==> src/rtl/trace_pkg.sv <==
// Trace pipeline package
// Shared widths, decode classes, exception and debug cause codes for the
// instruction-retirement trace pipeline
`default_nettype none

package trace_pkg;

  // Width of data, addresses and the shadow mcause
  localparam int unsigned XLEN = 32;

  // Width of the debug cause field on every stage link and on rvfi_dbg_o
  localparam int unsigned DBG_W = 3;

  ////////////////////
  // Instruction words
  ////////////////////

  // The only two SYSTEM encodings that get a class of their own
  localparam logic [XLEN-1:0] INSN_ECALL  = 32'h0000_0073;
  localparam logic [XLEN-1:0] INSN_EBREAK = 32'h0010_0073;

  ////////////////////
  // Decode classes
  ////////////////////

  // One class per word, picked by decode in a fixed priority
  typedef enum logic [2:0] {
    OP_NORMAL    = 3'd0,
    OP_ECALL     = 3'd1,
    OP_EBREAK    = 3'd2,
    OP_ILLEGAL   = 3'd3,   // low two bits are not 2'b11
    OP_FETCH_ERR = 3'd4    // Wishbone err ended the fetch
  } opcode_e;

  ////////////////////
  // Cause codes
  ////////////////////

  // Exception causes as they appear in mcause[5:0]
  // EXC_NONE rides along with OP_NORMAL and never reaches mcause
  typedef enum logic [5:0] {
    EXC_NONE        = 6'd0,
    EXC_FETCH_FAULT = 6'd1,
    EXC_ILLEGAL     = 6'd2,
    EXC_BREAKPOINT  = 6'd3,
    EXC_ECALL_M     = 6'd11
  } exc_cause_e;

  // Machine external interrupt code, written to mcause with bit 31 set
  localparam logic [5:0] INT_CAUSE_EXT = 6'd11;

  // Debug entry causes, in the dcsr.cause encoding
  typedef enum logic [DBG_W-1:0] {
    DBG_NONE    = 3'd0,
    DBG_EBREAK  = 3'd1,
    DBG_TRIGGER = 3'd2,
    DBG_HALTREQ = 3'd3
  } dbg_cause_e;

endpackage

`default_nettype wire

==> src/rtl/trace_fetch.sv <==
// Trace pipeline fetch stage
// Wishbone classic master that reads words at sequential addresses from the
// boot address and tags each word with pending interrupt and debug acks
`timescale 1ns/1ps
`default_nettype none

module trace_fetch #(
  parameter logic [31:0] BOOT_ADDR = 32'h0000_0080
) (
  input  logic                        clk_i,
  input  logic                        rst_ni,
  // Wishbone classic master
  output logic                        wb_cyc_o,
  output logic                        wb_stb_o,
  output logic                        wb_we_o,
  output logic [trace_pkg::XLEN-1:0]  wb_adr_o,
  output logic [3:0]                  wb_sel_o,
  input  logic [trace_pkg::XLEN-1:0]  wb_dat_i,
  input  logic                        wb_ack_i,
  input  logic                        wb_err_i,
  // Event acknowledges
  input  logic                        irq_ack_i,
  input  logic                        dbg_ack_i,
  input  logic [trace_pkg::DBG_W-1:0] dbg_cause_i,
  // Link to decode
  output logic                        f_valid_o,
  input  logic                        f_ready_i,
  output logic [trace_pkg::XLEN-1:0]  f_pc_o,
  output logic [trace_pkg::XLEN-1:0]  f_insn_o,
  output logic                        f_err_o,
  output logic                        f_irq_o,
  output logic [trace_pkg::DBG_W-1:0] f_dbg_o
);
  import trace_pkg::*;

  typedef enum logic {
    IDLE,
    WAIT
  } state_e;

  state_e           state_q;
  logic [XLEN-1:0]  pc_q;
  logic             irq_pend_q;
  logic [DBG_W-1:0] dbg_pend_q;
  logic             done;
  logic             can_issue;
  logic             irq_attach;
  logic [DBG_W-1:0] dbg_attach;

  ////////////////////
  // Bus request
  ////////////////////

  // The transfer ends on ack or on err, whichever the slave returns
  assign done = (state_q == WAIT) && (wb_ack_i || wb_err_i);

  // A request only goes out when its word is sure to find room
  // in the output register, so an ack is never dropped
  assign can_issue = !f_valid_o || f_ready_i;

  // Cyc and stb rise and fall together and the address comes straight from pc
  assign wb_cyc_o = (state_q == WAIT);
  assign wb_stb_o = (state_q == WAIT);
  assign wb_we_o  = 1'b0;
  assign wb_sel_o = 4'hF;
  assign wb_adr_o = pc_q;

  always_ff @(posedge clk_i or negedge rst_ni) begin
    if (!rst_ni) begin
      state_q <= IDLE;
      pc_q    <= BOOT_ADDR;
    end else begin
      case (state_q)
        IDLE: begin
          if (can_issue) begin
            state_q <= WAIT;
          end
        end
        WAIT: begin
          // Address is held until the slave ends the cycle
          if (done) begin
            state_q <= IDLE;
            pc_q    <= pc_q + XLEN'(4);
          end
        end
        default: state_q <= IDLE;
      endcase
    end
  end

  ////////////////////
  // Event latches
  ////////////////////

  // An ack that lands in the same cycle as the bus ack goes onto this word
  assign irq_attach = irq_pend_q || irq_ack_i;
  assign dbg_attach = dbg_ack_i ? dbg_cause_i : dbg_pend_q;

  always_ff @(posedge clk_i or negedge rst_ni) begin
    if (!rst_ni) begin
      irq_pend_q <= 1'b0;
      dbg_pend_q <= DBG_NONE;
    end else begin
      // Cleared once the content has been handed to a completed word
      if (done) begin
        irq_pend_q <= 1'b0;
      end else if (irq_ack_i) begin
        irq_pend_q <= 1'b1;
      end
      if (done) begin
        dbg_pend_q <= DBG_NONE;
      end else if (dbg_ack_i) begin
        dbg_pend_q <= dbg_cause_i;
      end
    end
  end

  ////////////////////
  // Output register
  ////////////////////

  always_ff @(posedge clk_i or negedge rst_ni) begin
    if (!rst_ni) begin
      f_valid_o <= 1'b0;
    end else if (done) begin
      f_valid_o <= 1'b1;
    end else if (f_ready_i) begin
      f_valid_o <= 1'b0;
    end
  end

  always_ff @(posedge clk_i) begin
    if (done) begin
      f_pc_o   <= pc_q;
      f_insn_o <= wb_dat_i;
      f_err_o  <= wb_err_i;
      f_irq_o  <= irq_attach;
      f_dbg_o  <= dbg_attach;
    end
  end

endmodule

`default_nettype wire

==> src/rtl/trace_decode.sv <==
// Trace pipeline decode stage
// Sorts each fetched word into a decode class and registers it together
// with its exception cause
`timescale 1ns/1ps
`default_nettype none

module trace_decode (
  input  logic                        clk_i,
  input  logic                        rst_ni,
  // Link from fetch
  input  logic                        f_valid_i,
  output logic                        f_ready_o,
  input  logic [trace_pkg::XLEN-1:0]  f_pc_i,
  input  logic [trace_pkg::XLEN-1:0]  f_insn_i,
  input  logic                        f_err_i,
  input  logic                        f_irq_i,
  input  logic [trace_pkg::DBG_W-1:0] f_dbg_i,
  // Link to retire
  output logic                        d_valid_o,
  input  logic                        d_ready_i,
  output logic [trace_pkg::XLEN-1:0]  d_pc_o,
  output logic [trace_pkg::XLEN-1:0]  d_insn_o,
  output logic                        d_irq_o,
  output logic [trace_pkg::DBG_W-1:0] d_dbg_o,
  output trace_pkg::opcode_e          d_op_o,
  output trace_pkg::exc_cause_e       d_cause_o
);
  import trace_pkg::*;

  opcode_e    op;
  exc_cause_e cause;
  logic       load;

  // Room when empty or when the held word leaves on this edge
  assign f_ready_o = !d_valid_o || d_ready_i;
  assign load      = f_valid_i && f_ready_o;

  // Priority is fetch error, illegal, ecall, ebreak, then normal
  always_comb begin
    if (f_err_i) begin
      op    = OP_FETCH_ERR;
      cause = EXC_FETCH_FAULT;
    end else if (f_insn_i[1:0] != 2'b11) begin
      op    = OP_ILLEGAL;
      cause = EXC_ILLEGAL;
    end else if (f_insn_i == INSN_ECALL) begin
      op    = OP_ECALL;
      cause = EXC_ECALL_M;
    end else if (f_insn_i == INSN_EBREAK) begin
      op    = OP_EBREAK;
      cause = EXC_BREAKPOINT;
    end else begin
      op    = OP_NORMAL;
      cause = EXC_NONE;
    end
  end

  always_ff @(posedge clk_i or negedge rst_ni) begin
    if (!rst_ni) begin
      d_valid_o <= 1'b0;
    end else if (f_ready_o) begin
      d_valid_o <= f_valid_i;
    end
  end

  // Payload moves along with the word it belongs to
  always_ff @(posedge clk_i) begin
    if (load) begin
      d_pc_o    <= f_pc_i;
      d_insn_o  <= f_insn_i;
      d_irq_o   <= f_irq_i;
      d_dbg_o   <= f_dbg_i;
      d_op_o    <= op;
      d_cause_o <= cause;
    end
  end

endmodule

`default_nettype wire

==> src/rtl/trace_retire.sv <==
// Trace pipeline retire stage
// Emits one RVFI-style record per word, flags the record that follows a trap
// as an interrupt entry and keeps a shadow copy of mcause
`timescale 1ns/1ps
`default_nettype none

module trace_retire (
  input  logic                        clk_i,
  input  logic                        rst_ni,
  // Link from decode
  input  logic                        d_valid_i,
  output logic                        d_ready_o,
  input  logic [trace_pkg::XLEN-1:0]  d_pc_i,
  input  logic [trace_pkg::XLEN-1:0]  d_insn_i,
  input  logic                        d_irq_i,
  input  logic [trace_pkg::DBG_W-1:0] d_dbg_i,
  input  trace_pkg::opcode_e          d_op_i,
  input  trace_pkg::exc_cause_e       d_cause_i,
  // Trace sink
  input  logic                        trace_ready_i,
  output logic                        rvfi_valid_o,
  output logic [trace_pkg::XLEN-1:0]  rvfi_pc_o,
  output logic [trace_pkg::XLEN-1:0]  rvfi_insn_o,
  output logic                        rvfi_intr_o,
  output logic [1:0]                  rvfi_trap_o,   // [0] exception, [1] debug
  output logic [5:0]                  rvfi_cause_o,
  output logic [trace_pkg::DBG_W-1:0] rvfi_dbg_o,
  output logic [trace_pkg::XLEN-1:0]  rvfi_mcause_o
);
  import trace_pkg::*;

  logic            load;
  logic            retire;
  logic            exc;
  logic            prev_trap;
  logic            trap_q;
  logic [XLEN-1:0] mcause_q;
  logic [XLEN-1:0] mcause_base;
  logic [XLEN-1:0] mcause_next;

  assign retire    = rvfi_valid_o && trace_ready_i;
  assign d_ready_o = !rvfi_valid_o || trace_ready_i;
  assign load      = d_valid_i && d_ready_o;

  ////////////////////
  // Record fields
  ////////////////////

  assign exc = (d_op_i != OP_NORMAL);

  // A held record is always the one retiring when a new one loads,
  // otherwise the last retired state sits in the carried registers
  assign prev_trap   = rvfi_valid_o ? rvfi_trap_o[0] : trap_q;
  assign mcause_base = rvfi_valid_o ? rvfi_mcause_o : mcause_q;

  // Exceptions win over an interrupt attached to the same word
  always_comb begin
    if (exc) begin
      mcause_next = {{(XLEN-6){1'b0}}, d_cause_i};
    end else if (d_irq_i) begin
      mcause_next = {1'b1, {(XLEN-7){1'b0}}, INT_CAUSE_EXT};
    end else begin
      mcause_next = mcause_base;
    end
  end

  always_ff @(posedge clk_i or negedge rst_ni) begin
    if (!rst_ni) begin
      rvfi_valid_o <= 1'b0;
    end else if (d_ready_o) begin
      rvfi_valid_o <= d_valid_i;
    end
  end

  always_ff @(posedge clk_i) begin
    if (load) begin
      rvfi_pc_o      <= d_pc_i;
      rvfi_insn_o    <= d_insn_i;
      rvfi_intr_o    <= d_irq_i || prev_trap;
      rvfi_trap_o[0] <= exc;
      // Only ebreak enters debug here, and always along with an exception
      rvfi_trap_o[1] <= (d_op_i == OP_EBREAK);
      rvfi_cause_o   <= d_cause_i;
      rvfi_dbg_o     <= d_dbg_i;
      rvfi_mcause_o  <= mcause_next;
    end
  end

  ////////////////////
  // Retired state
  ////////////////////

  // Trap flag and shadow mcause of the most recently retired record
  always_ff @(posedge clk_i or negedge rst_ni) begin
    if (!rst_ni) begin
      trap_q   <= 1'b0;
      mcause_q <= '0;
    end else if (retire) begin
      trap_q   <= rvfi_trap_o[0];
      mcause_q <= rvfi_mcause_o;
    end
  end

endmodule

`default_nettype wire

==> src/rtl/trace_top.sv <==
// Trace pipeline top level
// Fetch, decode and retire chained by valid/ready, back-pressure from the sink
`timescale 1ns/1ps
`default_nettype none

module trace_top #(
  parameter logic [31:0] BOOT_ADDR = 32'h0000_0080
) (
  input  logic                        clk_i,
  input  logic                        rst_ni,
  // Wishbone classic master
  output logic                        wb_cyc_o,
  output logic                        wb_stb_o,
  output logic                        wb_we_o,
  output logic [trace_pkg::XLEN-1:0]  wb_adr_o,
  output logic [3:0]                  wb_sel_o,
  input  logic [trace_pkg::XLEN-1:0]  wb_dat_i,
  input  logic                        wb_ack_i,
  input  logic                        wb_err_i,
  // Event acknowledges
  input  logic                        irq_ack_i,
  input  logic                        dbg_ack_i,
  input  logic [trace_pkg::DBG_W-1:0] dbg_cause_i,
  // Trace output
  input  logic                        trace_ready_i,
  output logic                        rvfi_valid_o,
  output logic [trace_pkg::XLEN-1:0]  rvfi_pc_o,
  output logic [trace_pkg::XLEN-1:0]  rvfi_insn_o,
  output logic                        rvfi_intr_o,
  output logic [1:0]                  rvfi_trap_o,
  output logic [5:0]                  rvfi_cause_o,
  output logic [trace_pkg::DBG_W-1:0] rvfi_dbg_o,
  output logic [trace_pkg::XLEN-1:0]  rvfi_mcause_o
);
  import trace_pkg::*;

  // Fetch to decode
  logic             f_valid;
  logic             f_ready;
  logic [XLEN-1:0]  f_pc;
  logic [XLEN-1:0]  f_insn;
  logic             f_err;
  logic             f_irq;
  logic [DBG_W-1:0] f_dbg;

  // Decode to retire
  logic             d_valid;
  logic             d_ready;
  logic [XLEN-1:0]  d_pc;
  logic [XLEN-1:0]  d_insn;
  logic             d_irq;
  logic [DBG_W-1:0] d_dbg;
  opcode_e          d_op;
  exc_cause_e       d_cause;

  trace_fetch #(
    .BOOT_ADDR (BOOT_ADDR)
  ) u_fetch (
    .clk_i       (clk_i),
    .rst_ni      (rst_ni),
    .wb_cyc_o    (wb_cyc_o),
    .wb_stb_o    (wb_stb_o),
    .wb_we_o     (wb_we_o),
    .wb_adr_o    (wb_adr_o),
    .wb_sel_o    (wb_sel_o),
    .wb_dat_i    (wb_dat_i),
    .wb_ack_i    (wb_ack_i),
    .wb_err_i    (wb_err_i),
    .irq_ack_i   (irq_ack_i),
    .dbg_ack_i   (dbg_ack_i),
    .dbg_cause_i (dbg_cause_i),
    .f_valid_o   (f_valid),
    .f_ready_i   (f_ready),
    .f_pc_o      (f_pc),
    .f_insn_o    (f_insn),
    .f_err_o     (f_err),
    .f_irq_o     (f_irq),
    .f_dbg_o     (f_dbg)
  );

  trace_decode u_decode (
    .clk_i     (clk_i),
    .rst_ni    (rst_ni),
    .f_valid_i (f_valid),
    .f_ready_o (f_ready),
    .f_pc_i    (f_pc),
    .f_insn_i  (f_insn),
    .f_err_i   (f_err),
    .f_irq_i   (f_irq),
    .f_dbg_i   (f_dbg),
    .d_valid_o (d_valid),
    .d_ready_i (d_ready),
    .d_pc_o    (d_pc),
    .d_insn_o  (d_insn),
    .d_irq_o   (d_irq),
    .d_dbg_o   (d_dbg),
    .d_op_o    (d_op),
    .d_cause_o (d_cause)
  );

  trace_retire u_retire (
    .clk_i         (clk_i),
    .rst_ni        (rst_ni),
    .d_valid_i     (d_valid),
    .d_ready_o     (d_ready),
    .d_pc_i        (d_pc),
    .d_insn_i      (d_insn),
    .d_irq_i       (d_irq),
    .d_dbg_i       (d_dbg),
    .d_op_i        (d_op),
    .d_cause_i     (d_cause),
    .trace_ready_i (trace_ready_i),
    .rvfi_valid_o  (rvfi_valid_o),
    .rvfi_pc_o     (rvfi_pc_o),
    .rvfi_insn_o   (rvfi_insn_o),
    .rvfi_intr_o   (rvfi_intr_o),
    .rvfi_trap_o   (rvfi_trap_o),
    .rvfi_cause_o  (rvfi_cause_o),
    .rvfi_dbg_o    (rvfi_dbg_o),
    .rvfi_mcause_o (rvfi_mcause_o)
  );

endmodule

`default_nettype wire

==> config.mk <==
export PLATFORM = sky130hd
export DESIGN_NAME = trace_top
export DESIGN_NICKNAME = d
export VERILOG_FILES = /design/src/rtl/trace_pkg.sv /design/src/rtl/trace_fetch.sv /design/src/rtl/trace_decode.sv /design/src/rtl/trace_retire.sv /design/src/rtl/trace_top.sv
export SDC_FILE = /design/constraint.sdc
export NUM_CORES = 1
export LEC_CHECK = 0
export ABC_CLOCK_PERIOD_IN_PS = 4800
export BUFFER_PORTS_ARGS = -buffer_cell sky130_fd_sc_hd__buf_2
export CAP_MARGIN = 10
export CORE_ASPECT_RATIO = 1.4
export CORE_UTILIZATION = 50
export DETAILED_ROUTE_END_ITERATION = 10
export GPL_TIMING_DRIVEN = 0
export PLACE_DENSITY = 0.86
export REMOVE_ABC_BUFFERS = 1
export SETUP_SLACK_MARGIN = 0.5
export SLEW_MARGIN = 20
export SYNTH_ARGS = -nofsm -noshare
export SYNTH_HDL_FRONTEND = slang
export SYNTH_SLANG_ARGS = --single-unit
==> constraint.sdc <==
create_clock -name clk_i -period 4.8 [get_ports clk_i]
set_input_delay 0.96 -clock clk_i [delete_from_list [all_inputs] [get_ports clk_i]]
set_output_delay 0.96 -clock clk_i [all_outputs]
set_load 0.05 [all_outputs]
==> results.txt <==
----------------------------------------------------
[Placement]
  Count of buffers from port buffering ... 177
  Number of instances in the placed design ... 987
  HPWL after DPL ... 13.2 mm
  Post-Place Cell Area ... 0.0121 mm2
  Gp weighted congestion ... 0.789

[Timing]
  Rel. slew slack ... 0.467
  Post-route minimum period ... 2.36 ns
  Number of max-slew violations in the final report ... 0
  Accumulated negative setup slack ... 0 ns
  Setup-violating endpoint count in the final report ... 0
  Skew final ... 0.00743 ns
  Worst-margin pin slew ... 0.797 ns
  RSZ-0062 raised after global routing ... false
  Final count of hold timing violations ... 0
  Final worst-path cycle share ... 0.491
  Achievable clock frequency ... 0.424 GHz

[Clock network]
  Cell chosen for the clock root ... clkbuf_16
  Clock buffer count from CTS ... 26
  H-Tree Level Count ... 1
  Worst-Skew Late Latency ... 0.52 ns
  Cts hold-fix bufs ... 0
  Clock Sink Count ... 313
  CTS tree ... done
  Number of instances resized during post-cts repair ... 0
  Longest Clk Path Bufs ... 3
  Buffer count from post-CTS setup fixing ... 0
  CTS clock-pin slew for the worst setup and hold paths ... 0.07 ns

[Setup path]
  Required time reported for the critical path endpoint ... 3.84 ns
  Setup slack, reg-to-reg ... 2.60 ns
  Critical path launch point type ... flip-flop
  Critical-path maximum fanout ... 7
  Data arrival time at the worst-slack endpoint ... 1.40 ns
  Slowest cell on the critical path ... dfrtp_1
  Ordered list of cells on the worst path ... buf_2
  RR Endpoint ... u_retire.rvfi_mcause_o[11]
  Classification of the worst setup path ... flip-flop to output port
  Worst path buffer plus inverter count ... 1
  Startpoint of the most critical setup path ... u_retire.rvfi_valid_o
  Type of element capturing the critical path ... output port
  Length in cells of the worst reg-to-reg path ... 4
  Launch point of the worst reg-to-reg path ... u_retire.rvfi_valid_o
  Delay of the slowest cell on the worst path ... 0.52 ns
  Category of cells accounting for the largest share of critical-path delay ... flip-flops

[Synth]
  Main combinational cell family by area after synthesis ... simple AND/OR/NAND/NOR gates
  Leading area contributor after synthesis ... edfxtp_1
  Post-synth cell types ... 47
  Number of warnings printed during yosys synthesis ... 0
  Multiplexer share of the synthesized area ... 0.0386
  Share of synthesized registers carrying an async set or reset ... 0.227
  Post-synthesis instance total ... 553
  Avg Synthesized Cell Area ... 19.5 um2
  Area share of fa/ha/maj cells after synthesis ... 0.00116
  Count of flip-flops with a built-in enable after synthesis ... 242
  Top cells by area, synth ... edfxtp_1, dfrtp_1, mux2_2
  Synthesized flop and latch total ... 313
  Xor and xnor area share after synthesis ... 0.0235
  Share of the synthesized area in compound gates (AO/OA/AOI/OAI) ... 0.00868
  Fraction of post-synthesis cell area in the top cell type by area ... 0.673
  Simple-gate share of the synthesized area ... 0.0765
  Post-synthesis cell area ... 0.0108 mm2
  Predominant post-synthesis flop cell ... edfxtp_1
  Register area share after synthesis ... 0.837

[Floorplanning]
  Core area ... 0.0212 mm2
  Initial Utilization ... 0.510
  Core Rows ... 63
  Vertical die dimension ... 176 um
  Die width ... 126 um
  IO Pins ... 190
  DIE AREA ... 0.0222 mm2

[Pwr]
  Cell internal power dissipation ... 0.00620 W
  Peak supply drop ... 325 uV
  Part of the power in registers ... 0.479
  Switching Share ... 0.349
  Static Leak ... 5.28 nW
  Part of the power in the clock network ... 0.251
  Psw ... 0.00332 W
  PD cells ... 728 mW/mm2
  Overall power ... 0.00952 W
  Combinational share of power ... 0.270

[Finish]
  Non-filler cells in the finished layout ... 1035
  Number of fill cells ... 1444
  Summed area of non-filler cells in the final layout ... 0.0131 mm2
  Final nets ... 798
  Antenna Diode Count ... 0
  Highest-count cells in the layout ignoring fill and taps ... edfxtp_1, buf_2, dfrtp_1
  Relative area change from synthesis to final layout ... 21.0%
  Layout cells sized above 1 ... 0.372
  Commonest non-fill, non-tap cell in the layout ... edfxtp_1
  Post-route core utilization ... 0.617

[Detailed routing]
  TritonRoute pass-1 iters ... 4
  Routed via count divided by cell count ... 5.18
  Remaining design rule violation count ... 0
  Overall via count from detail_route ... 5360
  Post-DRT Antenna Nets ... 0
  Sum of routed wire length over all layers ... 19.4 mm
  DR iter-0 viols ... 332
  Post-detailed-route wirelength per cell ... 18.7 um

[GRT]
  Via count of the first global-routing pass ... 5417
  Maximum number of pins on one net before global-route repair ... 45
  Overflow after GRT ... 0
  Total routing usage reported by global routing ... 0.173
  Wire length of the first global-routing pass ... 29.3 mm
  Antenna violations before repair ... 0

[Min path]
  Type of the most critical hold path ... input pin to async pin

[Run status]
  Run status ... completed

[Flow run]
  Count of maximum capacitance violations ... 0

----------------------------------------------------
## worst max path at each step
| stage | to | slack (ns) | cells past startpoint |
|---|---|---|---|
| after detailed placement | u_retire.rvfi_mcause_o[20] | 2.01 | 5 |
| after floorplan | u_retire.rvfi_mcause_o[0] | -0.95 | 3 |
| final | rvfi_valid_o | 2.44 | 1 |
| after global routing | rvfi_valid_o | 2.39 | 1 |
| after CTS | rvfi_valid_o | 2.42 | 1 |
| after global placement | u_retire.rvfi_mcause_o[17] | -2.76 | 4 |
## layout make-up
type / instances / area [um2] / share of cell area
Sequential cell: 313 / 9040 / 0.692
Timing Repair Buffer: 183 / 1020 / 0.0779
Inverter: 6 / 25.0 / 0.00191
Tap cell: 260 / 325 / 0.0249
Clock buffer: 29 / 683 / 0.0522
Multi-Input combinational cell: 225 / 1670 / 0.128
Clock inverter: 19 / 308 / 0.0235
## cell families after synthesis
group           after synthesis
flops                       313
simple gates                132
mux                          37
xor+xnor                     29
buf+inv                      25
compound gates               14
other cells                   2
fa+ha+maj                     1
## through the flow
stage / worst slack [ns] / hold WS (ns)
final: 2.44 / 0.371
after global routing: 2.39 / 0.387
after CTS: 2.42 / 0.370
after detailed placement: 2.01 / 0.405
after global placement: -2.76 / 0.400
after floorplan: -0.950 / 0.400
## cell usage after synthesis, types with 2 or more instances
cell type / n
and2_1: 40
and3_1: 4
and4_1: 2
and4_4: 3
buf_2: 4
buf_4: 13
conb_1: 2
dfrtp_1: 70
edfxtp_1: 242
inv_1: 5
mux2_2: 37
nand2_1: 22
nand2b_1: 2
nand3_1: 5
nand4_1: 9
nand4_4: 2
nor2_1: 10
nor3_1: 9
nor4_1: 8
nor4_2: 4
nor4b_1: 2
o21ai_0: 6
xnor2_1: 16
xor2_1: 13
## state kept, by name (all words and copies together) (netlist names), 2 cells and up
| register | flops |
|---|---|
| u_decode.d_op_o | 3 |
| u_retire.rvfi_dbg_o | 3 |
| u_fetch.dbg_pend_q | 3 |
| u_fetch.wb_adr_o | 30 |
| u_retire.rvfi_mcause_o | 32 |
| u_decode.d_cause_o | 3 |
| u_fetch.f_pc_o | 30 |
| u_fetch.f_insn_o | 32 |
| u_decode.d_pc_o | 30 |
| u_retire.rvfi_pc_o | 30 |
| u_decode.d_dbg_o | 3 |
| u_retire.rvfi_insn_o | 32 |
| u_retire.rvfi_trap_o | 2 |
| u_retire.mcause_q | 32 |
| u_retire.rvfi_cause_o | 3 |
| u_fetch.f_dbg_o | 3 |
| u_decode.d_insn_o | 32 |
## routing by layer
| metal | up-vias | global-route usage | routed length, um |
|---|---|---|---|
| li1 | 2456 | - | - |
| met1 | 2653 | 0.216 | 7520 |
| met2 | 199 | 0.297 | 9810 |
| met3 | 52 | 0.0291 | 1230 |
| met4 | 0 | 0.0803 | 804 |
| met5 | - | 0 | 0 |
## power groups by stage
stage / Combinational (W) / Clock, W / Sequential [W]
2_1_floorplan: 0.000599 / 0 / 0.00583
3_3_place_gp: 0.00244 / 0 / 0.00461
3_5_place_dp: 0.00258 / 0 / 0.00461
4_1_cts: 0.00259 / 0.00242 / 0.00457
5_1_grt: 0.00268 / 0.00253 / 0.00465
6_report: 0.00257 / 0.00239 / 0.00456
No activity file was read; power rests on OpenSTA's default activity.
